<file path="src/hdl/core_wb_config.svh">
`ifndef CORE_WB_CONFIG_SVH
`define CORE_WB_CONFIG_SVH

// ----------------------------------------------------------
// Datapath widths
// ----------------------------------------------------------

`define CORE_XLEN           64        // Data word width
`define CORE_REG_AW         5         // GPR address width

// ----------------------------------------------------------
// Machine mode CSRs held in the writeback stage
// ----------------------------------------------------------

`define CSR_ADDR_MSCRATCH   12'h340
`define CSR_ADDR_MTVEC      12'h305
`define CSR_ADDR_MEPC       12'h341
`define CSR_ADDR_MCAUSE     12'h342

`define CORE_MTVEC_RESET    64'h0000_0000_0000_0100 // Trap vector after reset

`endif

</file>
<file path="src/hdl/core_wb_pkg.sv">
`include "core_wb_config.svh"

package core_wb_pkg;

    // ----------------------------------------------------------
    // Operation encodings from stage 3
    // ----------------------------------------------------------

    // Source of the register write data
    typedef enum logic [1:0] {
        WB_OP_NONE  = 2'd0,
        WB_OP_WDATA = 2'd1,
        WB_OP_LSU   = 2'd2,
        WB_OP_CSR   = 2'd3
    } wb_op_e;

    typedef struct packed {
        logic is_load;
        logic is_store;
        logic is_byte;
        logic is_half;
        logic is_word;
        logic is_double;
        logic sext;          // Sign extend loaded data
    } lsu_op_t;

    typedef struct packed {
        logic rd;
        logic wr;
        logic set;
        logic clr;
    } csr_op_t;

    typedef enum logic {
        CFU_OP_NONE = 1'b0,
        CFU_OP_MRET = 1'b1
    } cfu_op_e;

    // ----------------------------------------------------------
    // Trap causes
    // ----------------------------------------------------------

    typedef logic [6:0] trap_cause_t;

    localparam trap_cause_t CAUSE_ILLEGAL_INSTR = 7'd2;

    // Earlier stages park the exception code in rd when s3_trap is set
    typedef union packed {
        logic [`CORE_REG_AW-1:0] addr;      // Destination register
        logic [4:0]              cause_lo;  // Low bits of the trap cause
    } rd_field_u;

endpackage

</file>
<file path="src/hdl/wb_csr_if.sv">
`timescale 1ns/1ps
`include "core_wb_config.svh"

interface wb_csr_if;
    import core_wb_pkg::*;

    logic                  csr_en;      // One access per instruction
    logic                  csr_wr;
    logic                  csr_set;
    logic                  csr_clr;
    logic [11:0]           csr_addr;
    logic [`CORE_XLEN-1:0] csr_wdata;
    logic [`CORE_XLEN-1:0] csr_rdata;   // Value before the update
    logic                  csr_trap;    // Current or held access error
    logic                  trap_take;   // Control flow change edge
    logic [`CORE_XLEN-1:0] trap_pc;
    trap_cause_t           trap_cause;
    logic                  new_instr;
    logic [`CORE_XLEN-1:0] mtvec;

    modport commit (
        output csr_en, csr_wr, csr_set, csr_clr, csr_addr, csr_wdata,
        output trap_take, trap_pc, trap_cause, new_instr,
        input  csr_rdata, csr_trap, mtvec
    );

    modport csr (
        input  csr_en, csr_wr, csr_set, csr_clr, csr_addr, csr_wdata,
        input  trap_take, trap_pc, trap_cause, new_instr,
        output csr_rdata, csr_trap, mtvec
    );

endinterface

</file>
<file path="src/hdl/wb_load_align.sv">
`timescale 1ns/1ps
`include "core_wb_config.svh"

module wb_load_align (
    input  logic [2:0]             addr_lo,
    input  core_wb_pkg::lsu_op_t   lsu_op,
    input  logic [`CORE_XLEN-1:0]  dmem_rdata,
    output logic [`CORE_XLEN-1:0]  load_data
);
    import core_wb_pkg::*;

    logic [5:0]            data_shift;
    logic [`CORE_XLEN-1:0] rdata_shifted;

    // Keep the low bits and fill the rest with zeros or the sign
    function automatic logic [`CORE_XLEN-1:0] fit(
        input logic [`CORE_XLEN-1:0] value,
        input int unsigned           bits,
        input logic                  sx
    );
        logic [`CORE_XLEN-1:0] mask;
        logic                  sign;
        mask = {`CORE_XLEN{1'b1}} >> (`CORE_XLEN - bits);
        sign = sx && value[bits-1];
        return (value & mask) | ({`CORE_XLEN{sign}} & ~mask);
    endfunction

    assign data_shift    = {addr_lo, 3'b000};         // Byte offset in bits
    assign rdata_shifted = dmem_rdata >> data_shift;

    always_comb begin
        if (lsu_op.is_byte) begin
            load_data = fit(rdata_shifted, 8, lsu_op.sext);
        end else if (lsu_op.is_half) begin
            load_data = fit(rdata_shifted, 16, lsu_op.sext);
        end else if (lsu_op.is_word) begin
            load_data = fit(rdata_shifted, 32, lsu_op.sext);
        end else if (lsu_op.is_double) begin
            load_data = dmem_rdata;                   // Full word, no shift
        end else begin
            load_data = '0;
        end
    end

endmodule

</file>
<file path="src/hdl/wb_csr_unit.sv">
`timescale 1ns/1ps
`include "core_wb_config.svh"

module wb_csr_unit (
    input  logic   g_clk,
    input  logic   g_resetn,
    wb_csr_if.csr  csr
);
    import core_wb_pkg::*;

    logic [`CORE_XLEN-1:0] mscratch;
    logic [`CORE_XLEN-1:0] mtvec;
    logic [`CORE_XLEN-1:0] mepc;
    logic [`CORE_XLEN-1:0] mcause;
    logic [`CORE_XLEN-1:0] rdata;
    logic [`CORE_XLEN-1:0] wval;
    logic                  hit;
    logic                  do_write;
    logic                  err_held;

    // ----------------------------------------------------------
    // Read decode
    // ----------------------------------------------------------

    always_comb begin
        hit = 1'b1;
        case (csr.csr_addr)
            `CSR_ADDR_MSCRATCH: rdata = mscratch;
            `CSR_ADDR_MTVEC:    rdata = mtvec;
            `CSR_ADDR_MEPC:     rdata = mepc;
            `CSR_ADDR_MCAUSE:   rdata = mcause;
            default: begin
                rdata = '0;
                hit   = 1'b0;                         // Not implemented here
            end
        endcase
    end

    assign wval = csr.csr_wr  ? csr.csr_wdata :
                  csr.csr_set ? (rdata | csr.csr_wdata) :
                  csr.csr_clr ? (rdata & ~csr.csr_wdata) :
                                rdata;

    assign do_write = csr.csr_en && hit && (csr.csr_wr || csr.csr_set || csr.csr_clr);

    assign csr.csr_rdata = rdata;
    assign csr.csr_trap  = (csr.csr_en && !hit) || err_held;
    assign csr.mtvec     = mtvec;

    // ----------------------------------------------------------
    // Register update
    // ----------------------------------------------------------

    always_ff @(posedge g_clk) begin
        if (!g_resetn) begin
            mscratch <= '0;
            mtvec    <= `CORE_MTVEC_RESET;
            mepc     <= '0;
            mcause   <= '0;
        end else begin
            if (do_write) begin
                case (csr.csr_addr)
                    `CSR_ADDR_MSCRATCH: mscratch <= wval;
                    `CSR_ADDR_MTVEC:    mtvec    <= wval;
                    `CSR_ADDR_MEPC:     mepc     <= wval;
                    default:            mcause   <= wval;
                endcase
            end
            if (csr.trap_take) begin                  // Trap wins over the access
                mepc   <= csr.trap_pc;
                mcause <= {{(`CORE_XLEN - 7){1'b0}}, csr.trap_cause};
            end
        end
    end

    // Error stays up for the rest of the instruction
    always_ff @(posedge g_clk) begin
        if (!g_resetn || csr.new_instr) begin
            err_held <= 1'b0;
        end else if (csr.csr_en) begin
            err_held <= !hit;
        end
    end

    a_one_access: assert property (@(posedge g_clk) disable iff (!g_resetn)
        csr.csr_en && !csr.new_instr |=> !csr.csr_en);

endmodule

</file>
<file path="src/hdl/wb_commit.sv">
`timescale 1ns/1ps
`include "core_wb_config.svh"

module wb_commit (
    input  logic                     g_clk,
    input  logic                     g_resetn,
    input  logic                     s3_valid,
    input  logic                     s3_full,
    input  logic [`CORE_XLEN-1:0]    s3_pc,
    input  logic [31:0]              s3_instr,
    input  logic [`CORE_XLEN-1:0]    s3_wdata,
    input  core_wb_pkg::rd_field_u   s3_rd,
    input  core_wb_pkg::lsu_op_t     s3_lsu_op,
    input  core_wb_pkg::csr_op_t     s3_csr_op,
    input  logic [11:0]              s3_csr_addr,
    input  core_wb_pkg::cfu_op_e     s3_cfu_op,
    input  core_wb_pkg::wb_op_e      s3_wb_op,
    input  logic                     s3_trap,
    input  logic [`CORE_XLEN-1:0]    load_data,
    input  logic                     int_pending,
    input  core_wb_pkg::trap_cause_t int_cause,
    input  logic [`CORE_XLEN-1:0]    int_tvec,
    input  logic                     s3_cf_ack,
    wb_csr_if.commit                 csr,
    output logic                     s3_ready,
    output logic                     s3_cf_valid,
    output logic [`CORE_XLEN-1:0]    s3_cf_target,
    output logic                     int_ack,
    output logic                     s3_rd_wen,
    output logic [`CORE_REG_AW-1:0]  s3_rd_addr,
    output logic [`CORE_XLEN-1:0]    s3_rd_wdata,
    output logic                     trap_cpu,
    output logic                     trap_int,
    output core_wb_pkg::trap_cause_t trap_cause,
    output logic [`CORE_XLEN-1:0]    trap_pc,
    output logic                     exec_mret,
    output logic                     instr_ret,
    output logic                     trs_valid,
    output logic [31:0]              trs_instr,
    output logic [`CORE_XLEN-1:0]    trs_pc
);
    import core_wb_pkg::*;

    logic wb_first;       // First cycle of the instruction
    logic cf_done;        // One change per instruction
    logic trapped_q;      // CPU trap already taken
    logic e_new_instr;
    logic e_cf_change;
    logic cfu_wait;
    logic raise_int;
    logic lsu_wen;
    logic gpr_write;

    // ----------------------------------------------------------
    // Stage handshake and retirement
    // ----------------------------------------------------------

    assign e_new_instr = s3_valid && s3_ready;
    assign e_cf_change = s3_cf_valid && s3_cf_ack;
    assign cfu_wait    = s3_cf_valid && !s3_cf_ack;
    assign s3_ready    = !s3_full || !cfu_wait;

    // A trapped instruction retires at its change and not again
    assign instr_ret = (e_new_instr && s3_full && !trapped_q) ||
                       (e_cf_change && trap_cpu);
    assign exec_mret = (s3_cfu_op == CFU_OP_MRET) && instr_ret;

    always_ff @(posedge g_clk) begin
        if (!g_resetn) begin
            wb_first  <= 1'b0;
            cf_done   <= 1'b0;
            trapped_q <= 1'b0;
        end else begin
            wb_first <= e_new_instr;
            if (e_new_instr) begin
                cf_done   <= 1'b0;
                trapped_q <= 1'b0;
            end else if (e_cf_change) begin
                cf_done   <= 1'b1;
                trapped_q <= trap_cpu;
            end
        end
    end

    // ----------------------------------------------------------
    // Register writeback
    // ----------------------------------------------------------

    assign lsu_wen   = (s3_wb_op == WB_OP_LSU) && s3_lsu_op.is_load && !s3_lsu_op.is_store;
    assign gpr_write = (s3_wb_op == WB_OP_WDATA) || (s3_wb_op == WB_OP_CSR) || lsu_wen;

    assign s3_rd_wen  = wb_first && s3_full && gpr_write && !trap_cpu;
    assign s3_rd_addr = s3_rd.addr;

    always_comb begin
        case (s3_wb_op)
            WB_OP_WDATA: s3_rd_wdata = s3_wdata;
            WB_OP_LSU:   s3_rd_wdata = load_data;
            WB_OP_CSR:   s3_rd_wdata = csr.csr_rdata;
            default:     s3_rd_wdata = '0;
        endcase
    end

    // CSR access, once per instruction
    assign csr.csr_en     = wb_first && s3_full &&
                            (s3_csr_op.rd || s3_csr_op.wr || s3_csr_op.set || s3_csr_op.clr);
    assign csr.csr_wr     = s3_csr_op.wr;
    assign csr.csr_set    = s3_csr_op.set;
    assign csr.csr_clr    = s3_csr_op.clr;
    assign csr.csr_addr   = s3_csr_addr;
    assign csr.csr_wdata  = s3_wdata;
    assign csr.new_instr  = e_new_instr;
    assign csr.trap_take  = e_cf_change;
    assign csr.trap_pc    = s3_pc;
    assign csr.trap_cause = trap_cause;

    // ----------------------------------------------------------
    // Traps and interrupts
    // ----------------------------------------------------------

    assign raise_int = int_pending && s3_full;    // Interrupt beats CPU trap
    assign trap_cpu  = !raise_int && s3_full && (s3_trap || csr.csr_trap);
    assign int_ack   = raise_int && e_cf_change;
    assign trap_int  = int_ack;
    assign trap_pc   = s3_pc;

    assign trap_cause = raise_int    ? int_cause :
                        s3_trap      ? {2'b00, s3_rd.cause_lo} :
                        csr.csr_trap ? CAUSE_ILLEGAL_INSTR :
                                       '0;

    assign s3_cf_valid  = !cf_done && (trap_cpu || raise_int);
    assign s3_cf_target = raise_int ? int_tvec : csr.mtvec;

    // Trace of each retired instruction
    assign trs_valid = instr_ret;
    assign trs_instr = s3_instr;
    assign trs_pc    = s3_pc;

    a_cf_hold: assert property (@(posedge g_clk) disable iff (!g_resetn)
        s3_cf_valid && !s3_cf_ack |=> s3_cf_valid);

    // An instruction that wrote its register does not trap afterwards
    a_no_wen_on_trap: assert property (@(posedge g_clk) disable iff (!g_resetn)
        s3_rd_wen && !e_new_instr |=> !trap_cpu);

endmodule

</file>
<file path="src/hdl/core_wb_top.sv">
`timescale 1ns/1ps
`include "core_wb_config.svh"

module core_wb_top (
    input  logic                     g_clk,
    input  logic                     g_resetn,
    input  logic                     s3_valid,
    output logic                     s3_ready,
    input  logic                     s3_full,
    input  logic [`CORE_XLEN-1:0]    s3_pc,
    input  logic [31:0]              s3_instr,
    input  logic [`CORE_XLEN-1:0]    s3_wdata,
    input  logic [`CORE_REG_AW-1:0]  s3_rd,
    input  core_wb_pkg::lsu_op_t     s3_lsu_op,
    input  core_wb_pkg::csr_op_t     s3_csr_op,
    input  logic [11:0]              s3_csr_addr,
    input  core_wb_pkg::cfu_op_e     s3_cfu_op,
    input  core_wb_pkg::wb_op_e      s3_wb_op,
    input  logic                     s3_trap,
    input  logic [`CORE_XLEN-1:0]    dmem_rdata,
    input  logic                     int_pending,
    input  core_wb_pkg::trap_cause_t int_cause,
    input  logic [`CORE_XLEN-1:0]    int_tvec,
    output logic                     int_ack,
    output logic                     s3_cf_valid,
    input  logic                     s3_cf_ack,
    output logic [`CORE_XLEN-1:0]    s3_cf_target,
    output logic                     s3_rd_wen,
    output logic [`CORE_REG_AW-1:0]  s3_rd_addr,
    output logic [`CORE_XLEN-1:0]    s3_rd_wdata,
    output logic                     trap_cpu,
    output logic                     trap_int,
    output core_wb_pkg::trap_cause_t trap_cause,
    output logic [`CORE_XLEN-1:0]    trap_pc,
    output logic                     exec_mret,
    output logic                     instr_ret,
    output logic                     trs_valid,
    output logic [31:0]              trs_instr,
    output logic [`CORE_XLEN-1:0]    trs_pc
);

    logic [`CORE_XLEN-1:0] load_data;

    wb_csr_if i_csr_if ();

    wb_load_align i_load_align (
        .addr_lo    (s3_wdata[2:0]),    // Low address bits of the load
        .lsu_op     (s3_lsu_op),
        .dmem_rdata (dmem_rdata),
        .load_data  (load_data)
    );

    wb_csr_unit i_csr_unit (
        .g_clk    (g_clk),
        .g_resetn (g_resetn),
        .csr      (i_csr_if.csr)
    );

    wb_commit i_commit (
        .g_clk        (g_clk),
        .g_resetn     (g_resetn),
        .s3_valid     (s3_valid),
        .s3_full      (s3_full),
        .s3_pc        (s3_pc),
        .s3_instr     (s3_instr),
        .s3_wdata     (s3_wdata),
        .s3_rd        (s3_rd),
        .s3_lsu_op    (s3_lsu_op),
        .s3_csr_op    (s3_csr_op),
        .s3_csr_addr  (s3_csr_addr),
        .s3_cfu_op    (s3_cfu_op),
        .s3_wb_op     (s3_wb_op),
        .s3_trap      (s3_trap),
        .load_data    (load_data),
        .int_pending  (int_pending),
        .int_cause    (int_cause),
        .int_tvec     (int_tvec),
        .s3_cf_ack    (s3_cf_ack),
        .csr          (i_csr_if.commit),
        .s3_ready     (s3_ready),
        .s3_cf_valid  (s3_cf_valid),
        .s3_cf_target (s3_cf_target),
        .int_ack      (int_ack),
        .s3_rd_wen    (s3_rd_wen),
        .s3_rd_addr   (s3_rd_addr),
        .s3_rd_wdata  (s3_rd_wdata),
        .trap_cpu     (trap_cpu),
        .trap_int     (trap_int),
        .trap_cause   (trap_cause),
        .trap_pc      (trap_pc),
        .exec_mret    (exec_mret),
        .instr_ret    (instr_ret),
        .trs_valid    (trs_valid),
        .trs_instr    (trs_instr),
        .trs_pc       (trs_pc)
    );

endmodule

</file>
<file path="config.mk">
export PLATFORM = sky130hd
export DESIGN_NAME = core_wb_top
export DESIGN_NICKNAME = d
export VERILOG_FILES = /design/src/hdl/core_wb_pkg.sv /design/src/hdl/wb_csr_if.sv /design/src/hdl/wb_load_align.sv /design/src/hdl/wb_csr_unit.sv /design/src/hdl/wb_commit.sv /design/src/hdl/core_wb_top.sv
export VERILOG_INCLUDE_DIRS = /design/src /design/src/hdl
export SDC_FILE = /design/constraint.sdc
export NUM_CORES = 1
export LEC_CHECK = 0
export BUFFER_PORTS_ARGS = -buffer_cell sky130_fd_sc_hd__buf_2
export CAP_MARGIN = 20
export CORE_AREA = 5 5 246 248
export CTS_CLUSTER_DIAMETER = 40
export DETAILED_ROUTE_END_ITERATION = 6
export DIE_AREA = 0 0 251 253
export PLACE_DENSITY = 0.65
export REMOVE_ABC_BUFFERS = 1
export SLEW_MARGIN = 20
export SYNTH_ARGS = -nofsm -noshare
export SYNTH_HDL_FRONTEND = slang
export SYNTH_SLANG_ARGS = --single-unit
export TNS_END_PERCENT = 100
</file>
<file path="constraint.sdc">
create_clock -name g_clk -period 3 [get_ports g_clk]
set_input_delay 0.6 -clock g_clk [delete_from_list [all_inputs] [get_ports g_clk]]
set_output_delay 0.6 -clock g_clk [all_outputs]
set_load 0.05 [all_outputs]
</file>
After elaboration in Yosys (flattened, before gate mapping)
Index checks and enable logic that the tools add are counted.
{"block": "totals", "regBits": 260, "out_inout_bits": 309, "elab_cells": 104, "input_bits": 333}
{"block": "classes", "muxes": 20, "bitwise_logic": 8, "reduce_logical": 58, "eq_ne": 8, "shifts": 1}
{"operator": "$mux W64", "n": 11}
{"operator": "$pmux W64 S4", "n": 1}
{"operator": "$pmux W64 S3", "n": 1}
{"operator": "$and A64 B64 Y64", "n": 1}
{"operator": "$not A64 Y64", "n": 1}
{"operator": "$or A16 B64 Y64", "n": 1}
{"operator": "$or A32 B64 Y64", "n": 1}
{"operator": "$or A64 B64 Y64", "n": 1}
{"operator": "$or A8 B64 Y64", "n": 1}
{"operator": "$shr A64 B6 Y32", "n": 1}
{"operator": "$eq A12 B10 Y1 const B", "n": 4}
{"operator": "$mux W7", "n": 5}
{"operator": "$logic_and A1 B1 Y1", "n": 24}
{"operator": "$logic_or A1 B1 Y1", "n": 13}
{"operator": "$logic_not A1 Y1", "n": 10}
{"operator": "$reduce_and A2 Y1", "n": 5}
{"operator": "$eq A2 B2 Y1 const B", "n": 2}
{"operator": "$reduce_bool A2 Y1", "n": 2}
{"operator": "$reduce_or A2 Y1", "n": 2}
{"operator": "$reduce_or A4 Y1", "n": 1}
{"operator": "$reduce_or A3 Y1", "n": 1}
{"operator": "$eq A2 B1 Y1 const B", "n": 1}
{"operator": "$mux W2", "n": 1}
{"operator": "$ne A2 B1 Y1 const B", "n": 1}
{"operator": "2 further kinds", "n": 3}

Logic depth before layout (Yosys ltp)
{"block": "depth", "depth_word": 18, "ltp_mapped": 9, "ltp_nobuf": 5}

By module
Synthesis repeated with hierarchy kept, for this count alone.
{"block": "unflattened", "hier_cells": 2249, "hier_area_um2": 18753.0}
{"mod": "wb_csr_unit", "seq_area_each_um2": 5144.9, "cells_each": 1296, "n_inst": 1, "area_per_inst_um2": 11292.1}
{"mod": "wb_commit", "seq_area_each_um2": 60.1, "cells_each": 590, "n_inst": 1, "area_per_inst_um2": 4880.9}
{"mod": "wb_load_align", "seq_area_each_um2": 0.0, "cells_each": 363, "n_inst": 1, "area_per_inst_um2": 2580.0}

Least setup slack after synthesis
OpenSTA, ideal clock, no wires.
{"block": "synth_path", "path_type": "input to output", "start": "input port s3_csr_addr[7]", "end": "output port trs_valid", "t_arrival_ns": 3.406, "n_path_buf": 3, "required_time_ns": 2.400, "stages": 7, "slack_ns": -1.006, "path_cell_list": "or4_1 clkbuf_1 buf_6 nor3_1 a211oi_1 a22o_1 buf_4"}
{"block": "synth_via", "elab_chain_len": 17, "word_cells_on_any_way": 22, "cone_classes": "4 x eq/ne; 1 x mux; 17 x reduce/logical"}
{"item": "start: declaration", "line": "core_wb_top.sv:16", "rtl": "input logic [11:0] s3_csr_addr,"}
{"item": "$eq A12 B10 Y1", "line": "wb_csr_unit.sv:27", "rtl": "case (csr.csr_addr)"}
{"item": "$reduce_or A4 Y1 (no source line) *"}
{"item": "$mux W1 *", "line": "wb_csr_unit.sv:27"}
{"item": "$logic_not A1 Y1 *", "line": "wb_csr_unit.sv:47", "rtl": "assign csr.csr_trap = (csr.csr_en && !hit) || err_held;"}
{"item": "$logic_and A1 B1 Y1 *", "line": "wb_csr_unit.sv:47"}
{"item": "$logic_or A1 B1 Y1 *", "line": "wb_csr_unit.sv:47"}
{"item": "$logic_or A1 B1 Y1 *", "line": "wb_commit.sv:122", "rtl": "assign trap_cpu = !raise_int && s3_full && (s3_trap || csr.csr_trap);"}
{"item": "$logic_and A1 B1 Y1 *", "line": "wb_commit.sv:122"}
{"item": "via trap_cpu", "line": "core_wb_top.sv:31", "rtl": "output logic trap_cpu,"}
{"item": "$logic_or A1 B1 Y1", "line": "wb_commit.sv:132", "rtl": "assign s3_cf_valid = !cf_done && (trap_cpu || raise_int);"}
{"item": "$logic_and A1 B1 Y1", "line": "wb_commit.sv:132"}
{"item": "$logic_and A1 B1 Y1", "line": "wb_commit.sv:60", "rtl": "assign cfu_wait = s3_cf_valid && !s3_cf_ack;"}
{"item": "$logic_not A1 Y1", "line": "wb_commit.sv:61", "rtl": "assign s3_ready = !s3_full || !cfu_wait;"}
{"item": "$logic_or A1 B1 Y1", "line": "wb_commit.sv:61"}
{"item": "$logic_and A1 B1 Y1", "line": "wb_commit.sv:58", "rtl": "assign e_new_instr = s3_valid && s3_ready;"}
{"item": "$logic_and A1 B1 Y1 (2 in series)", "line": "wb_commit.sv:64", "rtl": "assign instr_ret = (e_new_instr && s3_full && !trapped_q) ||"}
{"item": "$logic_or A1 B1 Y1 *", "line": "wb_commit.sv:64"}
{"item": "end: declaration", "line": "core_wb_top.sv:37", "rtl": "output logic trs_valid,"}
The timed path passes the listed nets; every way through them passes the cells marked *.

Worst setup path after layout
{"block": "layout_path", "start": "input port s3_wdata[0]", "end": "output port s3_rd_wdata[32]"}
{"block": "layout_via", "elab_chain_len": 7, "word_cells_on_any_way": 11, "cone_classes": "1 x shift; 4 x mux; 3 x bitwise; 3 x reduce/logical"}
{"item": "start: declaration", "line": "core_wb_top.sv:12", "rtl": "input logic [`CORE_XLEN-1:0] s3_wdata,"}
{"item": "$shr A64 B6 Y32 *", "line": "wb_load_align.sv:29", "rtl": "assign rdata_shifted = dmem_rdata >> data_shift;"}
{"item": "$logic_and A1 B1 Y1", "line": "wb_load_align.sv:24", "rtl": "sign = sx && value[bits-1];"}
{"item": "$or A32 B64 Y64", "line": "wb_load_align.sv:25", "rtl": "return (value & mask) | ({`CORE_XLEN{sign}} & ~mask);"}
{"item": "$mux W64", "line": "wb_load_align.sv:36", "rtl": "end else if (lsu_op.is_word) begin"}
{"item": "$mux W64", "line": "wb_load_align.sv:34", "rtl": "end else if (lsu_op.is_half) begin"}
{"item": "$mux W64 *", "line": "wb_load_align.sv:32", "rtl": "if (lsu_op.is_byte) begin"}
{"item": "$pmux W64 S3 *", "line": "wb_commit.sv:96", "rtl": "case (s3_wb_op)"}
{"item": "end: declaration", "line": "core_wb_top.sv:30", "rtl": "output logic [`CORE_XLEN-1:0] s3_rd_wdata,"}
Mark *: on every way between the ends. The rest lies on a longest branch, timed or not.

==> impl_summary.txt <==
----------------------------------------------------
[Die]
  Core outline area ... 58200 sq um
  Number of rows created at floorplan ... 89
  I/O pin cnt ... 642
  Starting utilization of the core area ... 0.350
  Total die area ... 63500 sq um
  Chip width ... 251 um
  Chip height ... 253 um

[Synth]
  Count of flip-flops with a built-in enable after synthesis ... 0
  Yosys reg bits ... 260
  Post-synth cell types ... 70
  Sequential fraction of the synthesis area ... 0.255
  Post-synthesis cell count ... 2749
  Simple-Gate Fraction of Synth Area ... 0.231
  Xor/xnor share of the synthesized area ... 0
  Fraction of post-synthesis cell area in the top cell type by area ... 0.255
  Proportion of synthesized area in mux cells ... 0.0502
  Synth area leaders ... sky130_fd_sc_hd__dfxtp_1 (26%), sky130_fd_sc_hd__a211oi_1 (7.8%), sky130_fd_sc_hd__a21oi_1 (6.5%)
  Syn Std Cell Area ... 20400 sq um
  Compound-Gate Fraction of Synth Area ... 0.333
  Proportion of register bits with asynchronous set or reset after synthesis ... 0
  Synthesized area divided by synthesized cell count ... 7.41 sq um
  Yosys synthesis warning count ... 0
  Most used flip-flop cell after synthesis ... sky130_fd_sc_hd__dfxtp_1
  Cell taking the most area after synthesis ... sky130_fd_sc_hd__dfxtp_1
  Dominant combinational cell family by area after synthesis ... compound AO/OA/AOI/OAI gates
  Adder-cell area share of the yosys netlist ... 0

[Clock tree]
  Root Buffer ... sky130_fd_sc_hd__clkbuf_16
  TritonCTS clock tree ... done
  Count of clock tree sinks ... 260
  CTS Buf Count ... 51
  Clock edge transition at the registers on the reported setup and hold paths ... 0.05 ns
  Clk Latency, worst-skew pair ... 0.59 ns
  Number of buffers added to fix hold violations after cts ... 0
  Buffer levels on the longest clock path ... 3
  Number of H-tree levels ... 2

[Worst setup path]
  Startpoint types ... input port
  Delay of the slowest cell on the worst path ... 0.50 ns
  Crit. End Element ... primary output
  Top Family by Delay on Critical Path ... buffers and inverters
  Highest-delay cell along the critical path ... sky130_fd_sc_hd__mux4_2
  Number of buffer and inverter instances along the worst setup path ... 6
  CP cell instances ... buf_12 -> buf_8 -> mux4_2 -> a32oi_2 -> buf_4 -> o21ai_4 -> buf_12 -> clkbuf_16 -> a21o_1 -> o2bb2ai_2 -> buf_6
  Number of cells on the worst reg-to-reg path ... 8
  Arrival time at the worst endpoint ... 2.62 ns
  Critical Path RT ... 2.40 ns
  Critical path class ... input port to primary output
  Cell occurring most often along the worst timing path ... sky130_fd_sc_hd__buf_12
  Largest driver fanout on the critical path ... 5
  Worst path depth ... 11

[Worst hold path]
  Kind of path behind the tightest hold check ... input port to flop
  Min-Delay Path Depth ... 3

[STA]
  Number of slew-limit violations in the final report ... 0
  Accumulated negative setup slack ... -8.33 ns
  Post-route fraction of the period consumed by the critical path ... 1.07
  Hold violation total from the final report ... 0
  Transition time of the tightest slew-check pin ... 0.623 ns
  Clk_skew ... 0.0133 ns
  Slew HR ... 0.582
  Slack of the critical path ... -0.220 ns
  Setup repair after global routing missed its margin ... true
  Worst slack on hold paths ... 0.252 ns
  Final Critical Period ... 3.22 ns
  Fmax ... 311 MHz
  Setup violations, final ... 63

[Routing]
  Detailed-route via count ... 24900
  Post-detailed-routing wire length ... 109000 um
  First-pass DRT Iterations ... 6
  1st-iter DRT viols ... 2634
  Via density ... 6.12
  Residual antenna-violating net count after detailed routing ... 0
  Number of design rule violations left after detail routing ... 0
  Average wire length per cell after detail routing ... 26.7 um

[Placement]
  Detailed Place HPWL ... 75900 um
  Routability congestion estimate ... 0.923
  Number of placed cells counting well taps ... 3918
  Number of buffers added on ports ... 577

[Global routing]
  Number of antenna violations at the first check in global routing ... 45
  GR Util met1 ... 0.399
  Global-route wire length before repair ... 153000 um
  Most Crowded Layer GR ... met2
  Met3 usage ... 0.102
  Global route overflow ... 0
  Vias in the first global route ... 23500
  Overall routing resource usage ... 0.312
  Met2 Resource Use GR ... 0.489
  Largest net degree at the start of global routing ... 83

[Layout]
  Commonest non-fill, non-tap cells in the layout ... sky130_fd_sc_hd__buf_2 (493), sky130_fd_sc_hd__nand2_1 (290), sky130_fd_sc_hd__dfxtp_1 (259)
  Core utilization of the finished layout ... 0.499
  Fraction of final layout cells sized beyond drive strength 1 ... 0.393
  Net total in the final layout ... 3571
  Synthesis-to-layout area growth ... 42.7%
  Count of placed standard cells in the final layout, fillers left out ... 4071
  Commonest non-fill, non-tap cell in the layout ... sky130_fd_sc_hd__buf_2

[Pwr]
  Worst ir drop on vdd ... 0.427 mV
  Static leakage ... 0.0118 uW
  Design Power ... 13000 uW
  Sequential share of power ... 0.272
  Clock group share of total power ... 0.461
  Share of power burned in combinational logic ... 0.267
  Switch Pwr ... 4440 uW
  Share of total power consumed by net switching ... 0.341
  Internal Pwr Total ... 8590 uW
  Cell Pwr Density ... 448 nW/um^2

[Outcome]
  Result of the run ... finished with violations
  Violations in the final reports ... negative setup slack

[Flow run]
  Max-cap violation count ... 0

----------------------------------------------------
-- cells in the mapped netlist, types with 33 or more instances --
| master | count |
|---|---|
| sky130_fd_sc_hd__clkbuf_1 | 200 |
| sky130_fd_sc_hd__a21oi_1 | 265 |
| sky130_fd_sc_hd__nor2_1 | 191 |
| sky130_fd_sc_hd__nand3b_1 | 128 |
| sky130_fd_sc_hd__o31ai_1 | 51 |
| sky130_fd_sc_hd__inv_1 | 42 |
| sky130_fd_sc_hd__o21ai_0 | 147 |
| sky130_fd_sc_hd__nand3_1 | 144 |
| sky130_fd_sc_hd__dfxtp_1 | 260 |
| sky130_fd_sc_hd__nand2_1 | 293 |
| sky130_fd_sc_hd__buf_4 | 175 |
| sky130_fd_sc_hd__a211o_1 | 33 |
| sky130_fd_sc_hd__and3_1 | 95 |
| sky130_fd_sc_hd__o22ai_1 | 42 |
| sky130_fd_sc_hd__a211oi_1 | 211 |
| sky130_fd_sc_hd__buf_2 | 49 |
| sky130_fd_sc_hd__a211oi_2 | 51 |
-- cells by family (layout without fill, tap and decap cells) --
family          after synthesis  count (layout)
compound gates              978             978
simple gates                941             941
buf+inv                     504            1033
flops                       260             260
mux                          66              66
other cells                   0              20
-- sequential cells by signal, summed over array words and instances, names as in the netlist --
signal                flops
i_commit.cf_done          1
i_commit.trapped_q        1
i_commit.wb_first         1
i_csr_unit.csr.mtvec     64
i_csr_unit.err_held       1
i_csr_unit.mcause        64
i_csr_unit.mepc          64
i_csr_unit.mscratch      64
-- repair_timing --
item / 4_1_cts / 5_1_grt
cloned: 10 / 8
pin swaps: 26 / 36
endpoints found under the setup margin: 71 / 71
buffers inserted: 16 / 11
gates resized for setup: 227 / 174
-- path summary, 6_finish.rpt --
kind	from	to	slack, ns
hold / removal	s3_pc[22]	i_csr_unit.mepc[22]$_SDFFE_PN0P_	0.25
setup / recovery	s3_wdata[0]	s3_rd_wdata[32]	-0.22
setup reg to reg	i_csr_unit.err_held$_SDFFE_PP0N_	i_csr_unit.mepc[62]$_SDFFE_PN0P_	0.60
hold reg to reg	i_csr_unit.mcause[62]$_SDFFE_PP0P_	i_csr_unit.mcause[62]$_SDFFE_PP0P_	0.46
-- power by group through the flow --
stage                     registers [uW]  clock network, uW  logic, uW
after global routing                3550               6200       3610
after CTS                           3540               6050       3300
final                               3550               6000       3480
after detailed placement            3610                  0       3070
after global placement              3610                  0       3060
after floorplan                     3600                  0       1220
-- worst register-to-register path: stages, from the launching register on --
cell and delay (ns):
sky130_fd_sc_hd__dfxtp_2 0.39, sky130_fd_sc_hd__o31a_1 0.22, sky130_fd_sc_hd__a31oi_1 0.09, sky130_fd_sc_hd__a2111oi_4 0.43, sky130_fd_sc_hd__buf_6 0.19, sky130_fd_sc_hd__buf_4 0.15, sky130_fd_sc_hd__buf_4 0.43, sky130_fd_sc_hd__nand3_1 0.30
sky130_fd_sc_hd__o31ai_1 0.12
-- through the flow --
| step | worst slack [ns] | area, sq um |
|---|---|---|
| final | -0.220 | 29100 |
| after global routing | -0.253 | 29100 |
| after CTS | -0.181 | 28000 |
| after detailed placement | -0.473 | 24900 |
| after global placement | -0.871 | 24900 |
| after floorplan | -7.01 | 17900 |
-- layout make-up --
type | count | area, sq um
Timing Repair Buffer | 897 | 7130
Multi-Input combinational cell | 1985 | 13800
Antenna cell | 20 | 50.0
Tap cell | 773 | 967
Inverter | 43 | 161
Sequential cell | 260 | 5210
Clock buffer | 58 | 1360
Fill cell | 5582 | 29200
Clock inverter | 35 | 419
-- routing by layer --
layer	wire length, um	vias up
li1	-	11100
met1	41700	11800
met2	48700	1693
met3	13300	360
met4	4640	44
met5	293	-
No activity file was read; power rests on OpenSTA's default activity.
